## config.mk

```make
export PLATFORM = sky130hd
export DESIGN_NAME = argmaxUnit
export DESIGN_NICKNAME = d
export VERILOG_FILES = /design/src/logic/nnPkg.sv /design/src/logic/argmaxUnit.sv
export SDC_FILE = /design/constraint.sdc
export NUM_CORES = 1
export LEC_CHECK = 0
export ABC_AREA = 0
export ABC_CLOCK_PERIOD_IN_PS = 3800
export BUFFER_PORTS_ARGS = -buffer_cell sky130_fd_sc_hd__buf_2
export CORE_ASPECT_RATIO = 0.6
export CORE_MARGIN = 2
export CORE_UTILIZATION = 50
export DETAILED_ROUTE_END_ITERATION = 8
export HOLD_SLACK_MARGIN = 0.05
export PLACE_DENSITY = 0.8
export SLEW_MARGIN = 40
export SYNTH_ARGS = -nofsm -noshare
export SYNTH_HDL_FRONTEND = slang
export SYNTH_SLANG_ARGS = --single-unit
export TNS_END_PERCENT = 100
```

## constraint.sdc

```tcl
create_clock -name clk -period 3.8 [get_ports clk]
set_clock_uncertainty 0.1 [all_clocks]
set_input_delay 0.38 -clock clk [delete_from_list [all_inputs] [get_ports clk]]
set_output_delay 0.38 -clock clk [all_outputs]
set_load 0.01 [all_outputs]
```

## src/logic/nnPkg.sv

```systemverilog
package nnPkg;

	localparam int FeatureCount = 15;
	localparam int ClassCount = 4;

	typedef logic signed [7:0] signedByte;

	// Element 0 sits in the most significant byte.
	typedef struct packed
	{
		signedByte [0:FeatureCount-1] element;
	} featureVector;

	typedef struct packed
	{
		signedByte [0:FeatureCount-1] element;
	} hiddenVector;

	typedef struct packed
	{
		logic [0:ClassCount-1][7:0] scores;
		logic [$clog2(ClassCount)-1:0] classIndex;
	} inferenceResult;

	// Row n holds the weights of hidden neuron n.
	localparam signedByte [0:FeatureCount-1][0:FeatureCount-1] hiddenWeights = '{
		'{  12,  -34,   56,   -7,   21,   90,  -45,    3, -118,   64,   17,  -29,    8,   77,  -61},
		'{ -83,    5,   40,  111,  -16,   -2,   33,  -97,   58,   26,  -71,    9,  102,  -38,   14},
		'{  47,   66, -120,   19,  -55,   81,    7,  -13,   29,  -88,   35,  124,   -4,  -50,   72},
		'{  -9,  101,   23,  -67,   88,  -31,   54,   16,   -3,   42, -110,   61,  -25,    6,   95},
		'{  70,  -18,  -44,   85,    2,   37,  -92,  121,   11,  -57,   68,   -6,   49, -100,   20},
		'{-116,   28,   63,  -39,   74,  -11,   15,  -82,   99,    4,   31,  -53,   87,   22,   -1},
		'{  36,  -74,    1,   52, -107,  118,  -20,   43,  -66,   13,   -8,   95,  -33,   59,   27},
		'{   5,   89,  -59,  -24,   41,   60,  113,  -15,   24,  -79,   50,   18, -102,   30,  -43},
		'{ -64,   10,   79,  108,  -28,  -95,   38,   57,  -12,   84,  -47,   25,    3, -119,   62},
		'{  93,  -52,   14,  -86,   67,   20,  -37,    8,  105,  -21,   76,  -63,   44,   11,  -90},
		'{ -27,   48,  -99,   32,   13,  -70,   86,  -41,   55,  117,   -5,   39,  -78,   69,   18},
		'{  58,   -3,   34,   71, -123,   46,  -58,   97,  -19,    7,   26,  -84,   62,  -14,  103},
		'{ -40,  115,  -26,    9,   80,  -62,    4, -109,   73,   45,  -92,   12,   28,   96,  -35},
		'{ -87,  -94,    8,  -58,   32,  -21,    9, -100,   -5,   65,   51,  -69,  -42, -105,  -50},
		'{  19,  -46,   92,   65,  -33,   15,  -75,   27,   82, -125,   10,   53,  -17,   40,    0}
	};

	localparam signedByte [0:FeatureCount-1] hiddenBias = '{
		4, -12, 20, -3, 9, 15, -7, 1, 11, -20, 6, 25, -2, -5, 13
	};

	localparam signedByte [0:ClassCount-1][0:FeatureCount-1] outputWeights = '{
		'{  22,  -41,   17,   63,   -9,   35,  -58,   12,   48,  -27,    5,   71,  -36,   19,   44},
		'{ -31,   57,   26,  -14,   80,  -47,    9,   68,  -22,   39,  -73,    3,   51,   -8,   15},
		'{  45,    6,  -62,   29,   18,   77,  -11,  -53,   34,   60,   24,  -40,    7,   88,  -19},
		'{ -15,   33,   49,  -70,   37,    2,   66,   21,  -44,   13,   59,   28,  -90,   42,   10}
	};

	localparam signedByte [0:ClassCount-1] outputBias = '{7, -4, 12, 3};

endpackage

```

## src/logic/argmaxUnit.sv

```systemverilog
`timescale 1ns/1ps

module argmaxUnit
	import nnPkg::*;
#(
	parameter int ClassCount = 4
)
(
	input logic clk,
	input logic reset,
	input logic [0:ClassCount-1][7:0] scores,
	input logic loadResult,
	output inferenceResult result
);

	localparam int IndexWidth = (ClassCount > 1) ? $clog2(ClassCount) : 1;
	localparam int Leaves = 1 << IndexWidth;

	// Heap-ordered tree, node 1 is the root and the leaves start at index Leaves.
	logic [7:0] nodeScore [1:2*Leaves-1];
	logic [IndexWidth-1:0] nodeIndex [1:2*Leaves-1];

	always_comb
	begin
		for (int leaf = 0; leaf < Leaves; leaf++)
		begin
			nodeScore[Leaves + leaf] = 8'd0; // Padding leaves never beat a real score.
			nodeIndex[Leaves + leaf] = IndexWidth'(leaf);
			if (leaf < ClassCount)
			begin
				nodeScore[Leaves + leaf] = scores[leaf];
			end
		end
		// The left child holds the lower indices and keeps a tie.
		for (int node = Leaves - 1; node > 0; node--)
		begin
			if (nodeScore[2 * node + 1] > nodeScore[2 * node])
			begin
				nodeScore[node] = nodeScore[2 * node + 1];
				nodeIndex[node] = nodeIndex[2 * node + 1];
			end
			else
			begin
				nodeScore[node] = nodeScore[2 * node];
				nodeIndex[node] = nodeIndex[2 * node];
			end
		end
	end

	always_ff @(posedge clk)
	begin
		if (reset)
		begin
			result <= '0;
		end
		else if (loadResult)
		begin
			result.scores <= scores;
			result.classIndex <= nodeIndex[1];
		end
	end

	classIndexInRange: assert property (@(posedge clk) disable iff (reset)
		loadResult |=> result.classIndex < ClassCount);

endmodule

```

==> key figures <==
Setup path
  • CP Capture Type: register
  • Critical Path Start Type: input pin
  • Critical path type: input pin to register
  • Crit-path max FO: 6
  • R2R cell count: 2
  • Req. time, crit path: 3.92 ns
  • Worst EP arrival: 3.41 ns

Global route
  • GRT Residual Overflow: 0
  • Largest net degree at the start of global routing: 36
  • Initial antenna violation count: 0
  • Global router's overall resource usage: 21.0%
  • Vias in the first global route: 1625
  • Global-route wire length before repair: 7200 um

Power and ir drop
  • VDD IR max: 219 uV
  • PwrDens: 372 nW/um^2
  • Leak pwr: 1.32 nW
  • Power, Total: 0.905 mW

Route
  • DR WL met2: around 1700 um
  • Avg WL per Cell: 13.3 um
  • M1 WL: about 2200 um
  • DRT Pass-1 Iters: 4
  • Max Used Layer: met4
  • DRT Wirelength: 4260 um
  • Routed met3 length: roughly 280 um
  • Initial drt markers: 40
  • DR vias/cell: 5.22
  • DRC violations left: 0
  • Vias: 1669
  • Post-route ant nets: 0

Synthesis
  • Synth cell types: 24
  • Yosys warns: 0
  • Synth Area per Inst: 9.62 um^2
  • Synth area leaders: dfxtp_1 35%, mux2i_1 20%, ha_1 15%
  • Yosys reg bits: 34
  • Syn Nets: 263
  • Synth Flop Type: dfxtp_1
  • Post-synthesis cell count: 204
  • Post-Syn Area: roughly 2000 um^2
  • Cell taking the most area after synthesis: dfxtp_1
  • Post-synth EDFFs: 0
  • Top cell type's share of synthesized area: 34.7%
  • Register area share after synthesis: 34.7%
  • Synth async-reset ratio: 0%

Final layout
  • Non-Filler Instances: between 300 and 400
  • Most flops, register: result
  • Share of layout cells above drive strength 1: 34.1%
  • # nets final: 331
  • Largest register FFs: 34
  • Final Util: 65.3%
  • Most frequent cells in the layout: 67 x buf_2, 40 x mux2i_1, 38 x nor2_1
  • P&R area growth vs syn: 23.9%
  • Commonest non-fill, non-tap cell in the layout: buf_2
  • Largest regs: result: 34 flops
  • Diode count: 0
  • Final Instance Area: 2430 um^2

Place
  • Placed Area: 2340 um^2
  • DP Cell Count: 312
  • Port Buffers: 68
  • RD Place Congestion: 0.806
  • Detailed placement HPWL: approximately 3300 um
  • Placement Setup Slack: between 0.2 and 0.25 ns

Timing
  • Period utilization: between 80% and 90%
  • # setup viols final: 0
  • Worst Slack Setup Final: 0.503 ns
  • Setup TNS: 0 ns
  • Period minus WS final: approximately 3.3 ns
  • Slew margin rel.: 57.2%
  • Achievable clock frequency: 0.303 GHz
  • Final Hold Vio Count: 0
  • Max-slew violations: 0
  • Slew @ Worst Pin: 0.642 ns
  • Worst hold slack: 0.245 ns
  • RSZ-0062 raised after global routing: no

Clock network
  • TritonCTS clock tree: done
  • Clock Sinks: 34
  • # Post-CTS Setup Buffers: 0
  • Resized Gates After CTS: 0
  • H-tree depth: 2
  • Clock Path Buffers: 2
  • Hold_buf cts: 0
  • Worst-Skew Late Latency: 0.29 ns
  • Clock root buffer: clkbuf_8
  • CTS clk-pin slew, worst paths: 0.07 ns
  • CTS Buf Count: 5

Min path
  • Hold Path Stages: 3
  • Worst Hold Class: input pin to register

Floorplanning
  • Rows: 17
  • Starting Density: a little over half
  • Core ar.: 3720 um^2
  • Die H: between 50 and 60 um
  • Die width: 84.9 um
  • IO Pins: 69
  • Die area: about 4500 um^2

Run status
  • Outcome: finished clean

Run
  • Max Cap Viol: 0
[path summary, 6_finish.rpt]
path              start          to  slack [ns]
max reg2reg   result[2]   result[2]        3.04
max          scores[25]   result[0]        0.50
min          scores[16]  result[18]        0.24
min reg2reg  result[21]  result[21]        0.39
[final cells by class]
| type | instances | area, um^2 |
|---|---|---|
| repair buffers | 70 | 358 |
| well taps | 47 | 58.8 |
| fillers | 327 | 1290 |
| multi-input cells | 145 | 1180 |
| inverters | 16 | 60.1 |
| flip-flops and latches | 34 | 681 |
| clock inverters | 1 | 5.00 |
| clock buffers | 7 | 86.3 |
[cell usage after synthesis, types with 2 or more instances]
cell type / number
a211oi_1: 2
a21oi_1: 8
buf_2: 3
clkbuf_1: 5
dfxtp_1: 34
ha_1: 24
inv_1: 16
mux2_2: 7
mux2i_1: 40
nand2_1: 2
nand4_1: 6
nor2_1: 38
nor2b_1: 3
o211ai_1: 2
o21ai_0: 4
or2_2: 2
[metal layers]
| metal | vias up | track usage, % |
|---|---|---|
| li1 | 848 | - |
| met1 | 760 | 28.7 |
| met2 | 55 | 31.2 |
| met3 | 6 | 6.61 |
| met4 | 0 | 7.67 |
| met5 | - | 0 |
[critical path, stage by stage]
cell	delay (ns)
buf_2	0.11
inv_1	0.04
ha_1	0.28
nor2b_1	0.14
o211ai_1	0.17
a21oi_1	0.11
o31ai_2	0.49
buf_4	0.26
mux2i_1	0.19
ha_1	0.28
a21oi_1	0.15
o21ai_0	0.10
o21ba_2	0.23
mux2_4	0.30
a211oi_2	0.19
[power by group]
part           total (mW)  internal, mW  switching, mW
combinational       0.236         0.114          0.122
clock               0.279         0.146          0.133
sequential          0.389         0.379         0.0102
[logic make-up (layout without fill, tap and decap cells)]
logic type / count (synthesis) / in the layout / share of synthesized area (%)
DFF: 34 / 34 / 34.7
adders and majority gates: 24 / 24 / 15.3
and+or+nand+nor: 51 / 51 / 11.2
AOI/OAI and AO/OA: 22 / 22 / 8.29
buffers and inverters: 25 / 94 / 5.36
muxes: 48 / 48 / 25.2
No activity file was read; power rests on OpenSTA's default activity.
