**src/logic/layerSequencer.sv**
```systemverilog
`timescale 1ns/1ps

module layerSequencer
#(
	parameter int PipelineDepth = 6
)
(
	input logic clk,
	input logic reset,
	input logic req,
	output logic ack,
	output logic loadResult
);

	localparam int CountWidth = $clog2(PipelineDepth + 1);

	typedef enum logic [1:0] {idle, counting, acknowledge} seqState;

	seqState state;
	logic [CountWidth-1:0] count;

	// loadResult rises PipelineDepth + 1 edges after req is taken and ack one edge later.
	always_ff @(posedge clk)
	begin
		if (reset)
		begin
			state <= idle;
			count <= '0;
			ack <= 1'b0;
			loadResult <= 1'b0;
		end
		else
		begin
			loadResult <= 1'b0;
			case (state)
				idle:
					if (req)
					begin
						state <= counting;
						count <= CountWidth'(PipelineDepth);
					end
				counting:
					if (count != '0)
					begin
						count <= count - 1'b1;
					end
					else
					begin
						loadResult <= 1'b1; // Result is captured on the next edge.
						state <= acknowledge;
					end
				acknowledge:
					// Held here for as long as the host keeps req high.
					if (req)
					begin
						ack <= 1'b1;
					end
					else
					begin
						ack <= 1'b0;
						state <= idle;
					end
				default:
					state <= idle;
			endcase
		end
	end

	// The host must still be requesting when ack goes high.
	ackNeedsReq: assert property (@(posedge clk) disable iff (reset)
		!ack && !req |=> !ack);

	noLoadInIdle: assert property (@(posedge clk) disable iff (reset)
		state == idle |-> !loadResult);

endmodule

```
**config.mk**
```make
export PLATFORM = sky130hd
export DESIGN_NAME = layerSequencer
export DESIGN_NICKNAME = d
export VERILOG_FILES = /design/src/logic/layerSequencer.sv
export SDC_FILE = /design/constraint.sdc
export NUM_CORES = 1
export LEC_CHECK = 0
export ABC_CLOCK_PERIOD_IN_PS = 2600
export BUFFER_PORTS_ARGS = -buffer_cell sky130_fd_sc_hd__buf_2
export CORE_AREA = 2 2 39 41
export CTS_BUF_LIST = sky130_fd_sc_hd__clkbuf_16
export CTS_CLUSTER_SIZE = 25
export DETAILED_ROUTE_END_ITERATION = 7
export DIE_AREA = 0 0 41 43
export MAX_ROUTING_LAYER = met4
export PLACE_DENSITY_LB_ADDON = 0.05
export REMOVE_ABC_BUFFERS = 1
export SLEW_MARGIN = 15
export SYNTH_ARGS = -nofsm -noshare
export SYNTH_HDL_FRONTEND = slang
export SYNTH_SLANG_ARGS = --single-unit
```
**constraint.sdc**
```tcl
create_clock -name clk -period 2.6 [get_ports clk]
set_clock_uncertainty 0.05 [all_clocks]
set_input_delay 0.26 -clock clk [delete_from_list [all_inputs] [get_ports clk]]
set_output_delay 0.26 -clock clk [all_outputs]
set_load 0.03 [all_outputs]
```
==> key figures, run 1 <==
STA
  – Fin crit share: between 60% and 70%
  – Final setup vio count: 0
  – Hold Violations, Final: 0
  – Slew Viols, Final: 0
  – Hold Slack: 0.238 ns
  – Setup_tns: 0 ns
  – Tightest Pin Transition: approximately 0.26 ns
  – Fmax: roughly 600 MHz
  – RSZ-0062 raised after global routing: no
  – Slew headroom: between 80% and 90%
  – PnR worst setup slack: around 0.94 ns
  – Period minus WS final: 1.66 ns

Place
  – Area after DPL: around 330 µm²
  – Setup WS pre-CTS: between 0.9 and 1 ns
  – Placed insts: slightly below 50
  – Placer Congestion: 0.769
  – IO buf count: 4

Detailed routing
  – DR WL/cell: about 10 µm
  – Residual DRC count: 0
  – Detail Route Antenna Nets: 0
  – Initial DRC count: 4
  – DR vias/cell: ~4.6
  – Vias: ~240
  – Final WL: between 500 and 600 µm
  – First-pass iteration count of the detailed router: 5

Global routing
  – First-pass GRT wire length: about 900 µm
  – Grt total ovfl: 0
  – Antenna violations before repair: 0
  – Largest net degree at the start of global routing: 9
  – Total global-route track usage: under 10%
  – Vias in the first global route: between 200 and 250

Logic synthesis
  – Syn. warnings: 0
  – #FFs+latches synth: 7
  – Distinct cells, synth: 14
  – Post-Synthesis Cells: 29
  – Syn Std Cell Area: 285 µm²
  – Sequential area share after synthesis: roughly 49%
  – Avg Cell Area, Syn: around 9.8 µm²

Power and ir drop
  – Worst IR drop on VDD: 311 µV
  – Design Power: about 0.44 mW
  – Leakage: ~0.17 nW
  – Power Dens Cells: approximately 1100 mW/mm²

Critical path
  – Crit-path cells: inv_1 -> ha_1 -> ha_1 -> a211o_1 -> a221oi_1
  – Crit path largest cell delay: 0.36 ns
  – CP Data Required Time: 2.68 ns
  – CP Launch Type: register
  – Slowest-stage cell, CP: dfxtp_1
  – CP dominant cell by count: ha_1
  – Worst Path Arrival: about 1.7 ns
  – Crit path buffers/inverters: 1
  – CP top delay family: compound AO/OA/AOI/OAI gates
  – Crit path max fanout: 5
  – Crit. End Element: register
  – R2R Setup Slk: about 0.94 ns
  – Crit path kind: register to register

Layout
  – Design Area, Final: 404 µm²
  – Share of layout cells above drive strength 1: between 20% and 30%
  – Final Util: between 20% and 30%
  – Area Overhead vs Synth: 41.7%
  – Nets@finish: between 40 and 50
  – ANT cells: 0
  – Non-Filler Instances: 53

Outcome
  – Status: finished clean

Worst hold path
  – Worst hold path class: input port to register

Floorplanning
  – Core area: approximately 0.0014 mm²
  – Initial Util: about a fifth
  – Row count: 14
  – Num ports: 5
  – Die Y: about 43 µm
  – DIE WIDTH: 41 µm
  – Die area: 0.00176 mm²

Run
  – MaxCap Viol Count: 0

CTS
  – Hold_buf cts: 0
  – Clock Path Buffers: 2
  – Postcts setup bufs: 0
  – CTS root buffer: clkbuf_16
  – Cts bufs inserted: 3
  – Clk sinks: 7
  – Clock latency on the worst-skew pair: about 0.23 ns
  – Reg clk slew, reported paths: ~0.03 ns
  – CTS tree: built
  – H-tree depth: 1
  – PostCTS Resize Cnt: 0
metal layers:
| metal | track usage [%] | vias to the layer above | routed length [µm] |
|---|---|---|---|
| met4 | 10.0 | 0 | 4 |
| li1 | - | 120 | - |
| met5 | - | - | 0 |
| met2 | 8.75 | 11 | 254 |
| met3 | 5.24 | 2 | 50 |
| met1 | 10.6 | 111 | 245 |
cell usage in the layout (no fill, tap or decap):
cell type  n
nand3b_1   1
a221oi_1   2
a211o_1    1
a31oi_1    1
nor2_2     1
a21oi_1    3
nor2_1     2
o21ai_0    2
dfxtp_1    7
buf_2      4
nor3b_2    1
inv_1      5
ha_1       2
nor4b_1    1
clkbuf_16  3
nand3_1    1
worst reg2reg max path, delay by kind of cell, from the launching register on:
kind / cells / cell delay (ns)
flops: 1 / 0.36
fa+ha+maj: 2 / 0.44
buf+inv: 1 / 0.06
compound gates: 2 / 0.65
cell usage after synthesis:
cell	count	area share, %
ha_1	2	8.8
a211o_1	1	3.1
a21oi_1	3	5.3
nor3b_2	1	4.4
nand3_1	1	1.8
nand3b_1	1	2.6
a221oi_1	2	6.1
inv_1	4	5.3
o21ai_0	2	3.5
a31oi_1	1	2.2
nor4b_1	1	3.1
dfxtp_1	7	49
nor2_1	2	2.6
nor2_2	1	2.2
logic make-up after synthesis:
family,count (synthesis),synth area share (%)
AOI/OAI and AO/OA,9,20.2
and+or+nand+nor,7,16.7
DFF,7,49.1
buffers and inverters,4,5.26
adders and majority gates,2,8.77
layout make-up:
class,instances,area (µm²)
Timing Repair Buffer,4,20.0
Sequential cell,7,140
Tap cell,16,20.0
Clock buffer,3,75.1
Multi-Input combinational cell,18,130
Fill cell,158,980
Inverter,4,15.0
Clock inverter,1,3.75
sequential cells by signal (all words and copies together) (netlist names):
| register | cells |
|---|---|
| ack | 1 |
| count | 3 |
| loadResult | 1 |
| state | 2 |
report_power, final:
group	internal (mW)	switching [mW]	total (mW)
logic	0.0238	0.0305	0.0543
registers	0.121	0.00959	0.130
clock network	0.200	0.0539	0.253
path summary, 6_finish.rpt:
kind         startpoint       end  cells after the start
max reg2reg    count[0]  count[2]                      5
min reg2reg         ack       ack                      2
max            count[0]  count[2]                      5
min               reset       ack                      2
Power figures use the tool's default switching activity.
==> run 2: changes to the inputs <==
ABC_CLOCK_PERIOD_IN_PS = 1600   (was 2600)
clock period = 1.6 ns   (was 2.6 ns; I/O delays follow)
==> key figures, run 2 (same netlist as run 1, synthesis figures left out) <==
Outcome
  – Status: finished clean

Place
  – IO buf count: 4 (unchanged)
  – Setup WS pre-CTS: 0.0636 ns (-0.869 ns)
  – Detail Placement HPWL: roughly 420 µm
  – Placer Congestion: 0.610 (-21%)

Floorplanning
  – Core area: 0.00138 mm² (unchanged)
  – Num ports: 5 (unchanged)
  – Die Y: 43 µm (unchanged)
  – DIE WIDTH: 41 µm (unchanged)
  – Row count: 14 (unchanged)
  – Die area: 0.00176 mm² (unchanged)
  – Initial Util: 20.6% (unchanged)

Critical path
  – CP dominant cell by count: ha_1
  – Crit path max fanout: 4 (-1)
  – Crit path largest cell delay: 0.34 ns (-0.02 ns)
  – R2R Setup Slk: 0.07 ns (-0.87 ns)
  – Crit-path cells: inv_1 -> ha_1 -> ha_1 -> a211o_1 -> a221oi_1
  – CP Launch Type: register
  – Crit. End Element: register
  – RR Endpoint: count[1]
  – CP Data Required Time: 1.69 ns (-0.99 ns)
  – Reg-to-reg startpoint: count[0]
  – R2R depth: 5 (unchanged)
  – Crit path kind: register to register
  – Slowest-stage cell, CP: dfxtp_2
  – Worst Path Arrival: 1.62 ns (-0.12 ns)

Power and ir drop
  – Leakage: 0.180 nW (+5.2%)
  – Worst IR drop on VDD: 610 µV (+96%)
  – Power Dens Cells: 1740 mW/mm² (+61%)

CTS
  – H-tree depth: 1 (unchanged)
  – Reg clk slew, reported paths: 0.04 ns (about the same)
  – Clock latency on the worst-skew pair: 0.23 ns (about the same)
  – CTS tree: built
  – Cts bufs inserted: 3 (unchanged)
  – Clock Path Buffers: 2 (unchanged)
  – Clk sinks: 7 (unchanged)
  – CTS root buffer: clkbuf_16

Detailed routing
  – Residual DRC count: 0 (unchanged)
  – Final WL: 636 µm (+15%)
  – First-pass iteration count of the detailed router: 2 (-3)
  – DR vias/cell: 4.67 (+1.4%)
  – Initial DRC count: 1 (-3)
  – Detail Route Antenna Nets: 0 (unchanged)
  – DR WL/cell: 11.8 µm (+13%)
  – Vias: 252 (+3.3%)

STA
  – Final setup vio count: 0 (unchanged)
  – Fin crit share: 95.7% (+32 points)
  – Setup_tns: 0 ns (unchanged)
  – Tightest Pin Transition: 0.244 ns (-0.0200 ns)
  – Period minus WS final: 1.53 ns (-0.126 ns)
  – Slew Viols, Final: 0 (unchanged)
  – Hold Violations, Final: 0 (unchanged)
  – Slew headroom: 83.7% (+1.6 points)
  – Fmax: 653 MHz (+8.3%)
  – PnR worst setup slack: 0.0693 ns (-0.874 ns)

Layout
  – Nets@finish: 44 (+2.3%)
  – Share of layout cells above drive strength 1: 34.2% (+9.9 points)
  – Area Overhead vs Synth: 49.1%
  – Top Registers: count (3), state (2)
  – Most frequent cells in the layout: dfxtp_1, inv_1, buf_2
  – Commonest non-fill, non-tap cell in the layout: dfxtp_1
  – ANT cells: 0 (unchanged)
  – Largest Register: count
  – Max reg flops: 3 (unchanged)

Global routing
  – Grt total ovfl: 0 (unchanged)
  – Total global-route track usage: 10.4% (+1.6 points)
  – First-pass GRT wire length: 993 µm (+12%)
  – Largest net degree at the start of global routing: 9 (unchanged)
  – Antenna violations before repair: 0 (unchanged)
  – Vias in the first global route: 223 (+4.2%)

Run
  – MaxCap Viol Count: 0 (unchanged)

Worst hold path
  – Worst hold path stage count: 2 (unchanged)
  – Hold Path Sink: count[2]
  – Worst hold path class: input port to register
  – Worst Hold Launch: reset
run 2: worst max-delay path: cells and delay by family, from the launching register on:
| family | cells | cell delay [ns] |
|---|---|---|
| AO/OA/AOI/OAI | 2 | 0.61 |
| adder cells (fa/ha/maj) | 2 | 0.39 |
| buffers and inverters | 1 | 0.05 |
| flip-flops | 1 | 0.34 |
run 2: report_power, final:
group          switching [mW]  internal (mW)
Combinational          0.0582         0.0510
Sequential             0.0165          0.197
Clock                  0.0939          0.325
run 2: layout make-up:
type                    count  area [µm²]
well taps                  16        20.0
fillers                   161         958
clock buffers               3        75.1
multi-input cells          18         143
repair buffers              5        27.5
clock inverters             1        3.75
inverters                   4        15.0
flip-flops and latches      7         141
run 2: how the worst max path moves through the flow:
stage                  start  endpoint  slack [ns]  depth (start not counted)
finish              count[0]  count[1]        0.07                          5
global route        count[0]  count[0]       -0.03                          7
CTS                 count[0]  count[2]        0.06                          5
detailed placement  count[0]  count[2]        0.06                          5
global placement    count[0]  count[2]        0.05                          5
floorplan           count[0]  count[1]        0.09                          5
run 2: routing by layer:
metal  track usage (%)  routed length [µm]  vias up
met5                 -                   0        -
met4              16.0                  42        0
met3              4.71                  46        4
met2              10.0                 294        7
met1              11.6                 252      117
li1                  -                   -      124
run 2: through the flow:
step | std cells | instance area [µm²] | hold slack (ns) | power [mW] | utilization [%]
finish | 54 | 425 | 0.140 | 0.741 | 30.7
global route | 54 | 425 | 0.162 | 0.781 | 30.7
CTS | 54 | 412 | 0.147 | 0.741 | 29.7
detailed placement | 50 | 333 | 0.385 | 0.312 | 24.1
global placement | 50 | 333 | 0.380 | 0.310 | 24.1
floorplan | 29 | 285 | 0.179 | 0.279 | -
run 2: repair_timing:
action                                 CTS  global route
setup endpoints to repair                0             3
hold buffers                             0             0
buffers inserted                         0             0
endpoints found under the hold margin    0             0
gates resized for setup                  0             3
==> run 3: changes to the inputs <==
CELL_PAD_IN_SITES_DETAIL_PLACEMENT = 1   (was not set)
CELL_PAD_IN_SITES_GLOBAL_PLACEMENT = 2   (was not set)
SETUP_SLACK_MARGIN = 0.15   (was not set)
==> key figures, run 3 (same netlist as run 1, synthesis figures left out) <==
Layout
  – Most frequent cells in the layout: dfxtp_1, buf_2
  – Share of layout cells above drive strength 1: 52.5% (+18 points)
  – Design Area, Final: 482 µm² (+13%)
  – Largest Register: count
  – Max reg flops: 3 (unchanged)
  – Commonest non-fill, non-tap cell in the layout: dfxtp_1
  – Nets@finish: 46 (+4.5%)
  – Multi-input combinational cell area: 183 µm² (+28%)
  – FF/Latch Area: 143 µm² (+0.88%)
  – Area Overhead vs Synth: 68.9%
  – Filler cells: 154 (-4.3%)
  – Non-Filler Instances: 56 (+3.7%)
  – ANT cells: 0 (unchanged)
  – Top Registers: count (3), state (2)

Outcome
  – Status: finished clean

STA
  – Fmax: 704 MHz (+7.8%)
  – RSZ-0062 raised after global routing: yes
  – Setup_tns: 0 ns (unchanged)
  – Period minus WS final: 1.42 ns (-0.110 ns)
  – Tightest Pin Transition: 0.287 ns (+0.0433 ns)
  – Final setup vio count: 0 (unchanged)
  – PnR worst setup slack: 0.179 ns (+0.110 ns)
  – Slew headroom: 80.8% (-2.9 points)
  – Fin crit share: 88.8% (-6.9 points)
  – Slew Viols, Final: 0 (unchanged)
  – Hold Violations, Final: 0 (unchanged)
  – Hold Slack: 0.143 ns (+0.00377 ns)

Detailed routing
  – Detail Route Antenna Nets: 0 (unchanged)
  – Initial DRC count: 1 (unchanged)
  – Residual DRC count: 0 (unchanged)
  – Final WL: 678 µm (+6.6%)
  – DR WL/cell: 12.1 µm (+2.8%)
  – DR vias/cell: 4.66 (-0.13%)
  – First-pass iteration count of the detailed router: 3 (+1)
  – Vias: 261 (+3.6%)

Place
  – IO buf count: 4 (unchanged)
  – Setup WS pre-CTS: 0.0472 ns (-0.0163 ns)
  – Placer Congestion: 0.619 (+1.4%)
  – Area after DPL: 340 µm² (+2.3%)
  – Placed insts: 51 (+2.0%)

CTS
  – H-tree depth: 1 (unchanged)
  – Hold_buf cts: 0 (unchanged)
  – Cts bufs inserted: 3 (unchanged)
  – Clk sinks: 7 (unchanged)
  – CTS root buffer: clkbuf_16
  – Reg clk slew, reported paths: 0.03 ns (about the same)
  – Clock latency on the worst-skew pair: 0.23 ns (about the same)
  – CTS tree: built
  – Clock Path Buffers: 2 (unchanged)

Critical path
  – CP dominant cell by count: ha_4
  – Crit path largest cell delay: 0.33 ns (about the same)
  – Crit-path cells: inv_2 -> ha_4 -> ha_4 -> a211o_1 -> a221oi_2
  – Crit. End Element: register
  – Reg-to-reg startpoint: count[1]
  – CP Data Required Time: 1.69 ns (about the same)
  – Worst setup endpoint: count[2]
  – RR Endpoint: count[2]
  – CP Launch Type: register
  – R2R depth: 5 (unchanged)
  – Crit path max fanout: 3 (-1)
  – Crit path kind: register to register
  – R2R Setup Slk: 0.18 ns (+0.11 ns)
  – Slowest-stage cell, CP: a211o_1
  – Worst Path Arrival: 1.51 ns (-0.11 ns)
  – CP startpoint: count[1]

Global routing
  – Largest net degree at the start of global routing: 9 (unchanged)
  – Vias in the first global route: 294 (+32%)
  – First-pass GRT wire length: 1270 µm (+28%)
  – Grt total ovfl: 0 (unchanged)
  – Antenna violations before repair: 0 (unchanged)
  – Total global-route track usage: 11.9% (+1.5 points)

Power and ir drop
  – Clock Power Share: 52.5% (-4.0 points)
  – Sw power: 0.192 mW (+14%)
  – Combinational share of power: 20.5% (+5.8 points)
  – Leakage: 0.196 nW (+9.1%)
  – Worst IR drop on VDD: 669 µV (+9.8%)
  – Cell internal pwr: 0.608 mW (+6.1%)
  – Seq pwr share: 27.0% (-1.8 points)
  – Power Dens Cells: 1660 mW/mm² (-4.7%)
  – Switching Share: 24.0% (+1.3 points)

Run
  – MaxCap Viol Count: 0 (unchanged)

Floorplanning
  – Num ports: 5 (unchanged)
  – Die Y: 43 µm (unchanged)
  – Initial Util: 20.6% (unchanged)
  – Row count: 14 (unchanged)
  – DIE WIDTH: 41 µm (unchanged)
  – Die area: 0.00176 mm² (unchanged)
  – Core area: 0.00138 mm² (unchanged)

Worst hold path
  – Worst hold path class: input port to register
[run 3: cell types whose count changed in the layout (fill, tap and decap cells not counted), sizes merged]
cell,change
buf,+2
[run 3: per-stage QoR]
step | power [mW] | util, %
after detailed placement | 0.320 | 24.6
after CTS | 0.788 | 33.1
after floorplan | 0.279 | -
final | 0.800 | 34.8
after global routing | 0.848 | 34.8
after global placement | 0.314 | 24.6
[run 3: timing repair]
action	in CTS	in global routing
cloned	0	0
endpoints found under the hold margin	0	0
gates resized for setup	6	6
endpoints found under the setup margin	3	3
pin swaps	3	3
buffers inserted	1	0
[run 3: power by group through the flow]
stage	clock, mW	combinational [mW]	sequential, mW
after global routing	0.440	0.189	0.219
final	0.420	0.164	0.216
after CTS	0.432	0.142	0.214
after global placement	0	0.101	0.213
after floorplan	0	0.0627	0.217
after detailed placement	0	0.105	0.214
[run 3: cell type report]
class / count / area share [%]
tap: 16 / 4.16
inverter: 4 / 3.12
clock inverter: 1 / 0.779
sequential: 7 / 29.6
clock buffer: 3 / 15.6
multi-input combinational: 18 / 37.9
timing repair buffer: 7 / 8.83
[run 3: worst min-delay path by stage]
stage,from,end,slack (ns),cells past startpoint
2_1_floorplan,reset,ack,0.18,1
3_3_place_gp,reset,ack,0.37,2
3_5_place_dp,reset,count[0],0.38,2
4_1_cts,reset,count[0],0.14,2
5_1_grt,reset,count[1],0.16,2
6_report,reset,count[1],0.14,2
[run 3: critical path: cells and delay by family, from the launching register on]
family	cells	cell delay, ns
compound gates	2	0.61
flops	1	0.31
fa+ha+maj	2	0.31
buf+inv	1	0.05
[run 3: routing by layer]
layer / vias to the layer above / part of all wire [%] / global-route usage [%]
li1: 128 / - / -
met1: 125 / 43 / 11.7
met2: 6 / 49 / 16.3
met3: 2 / 4.3 / 6.28
met4: 0 / 3.1 / 10.0
met5: - / 0 / -
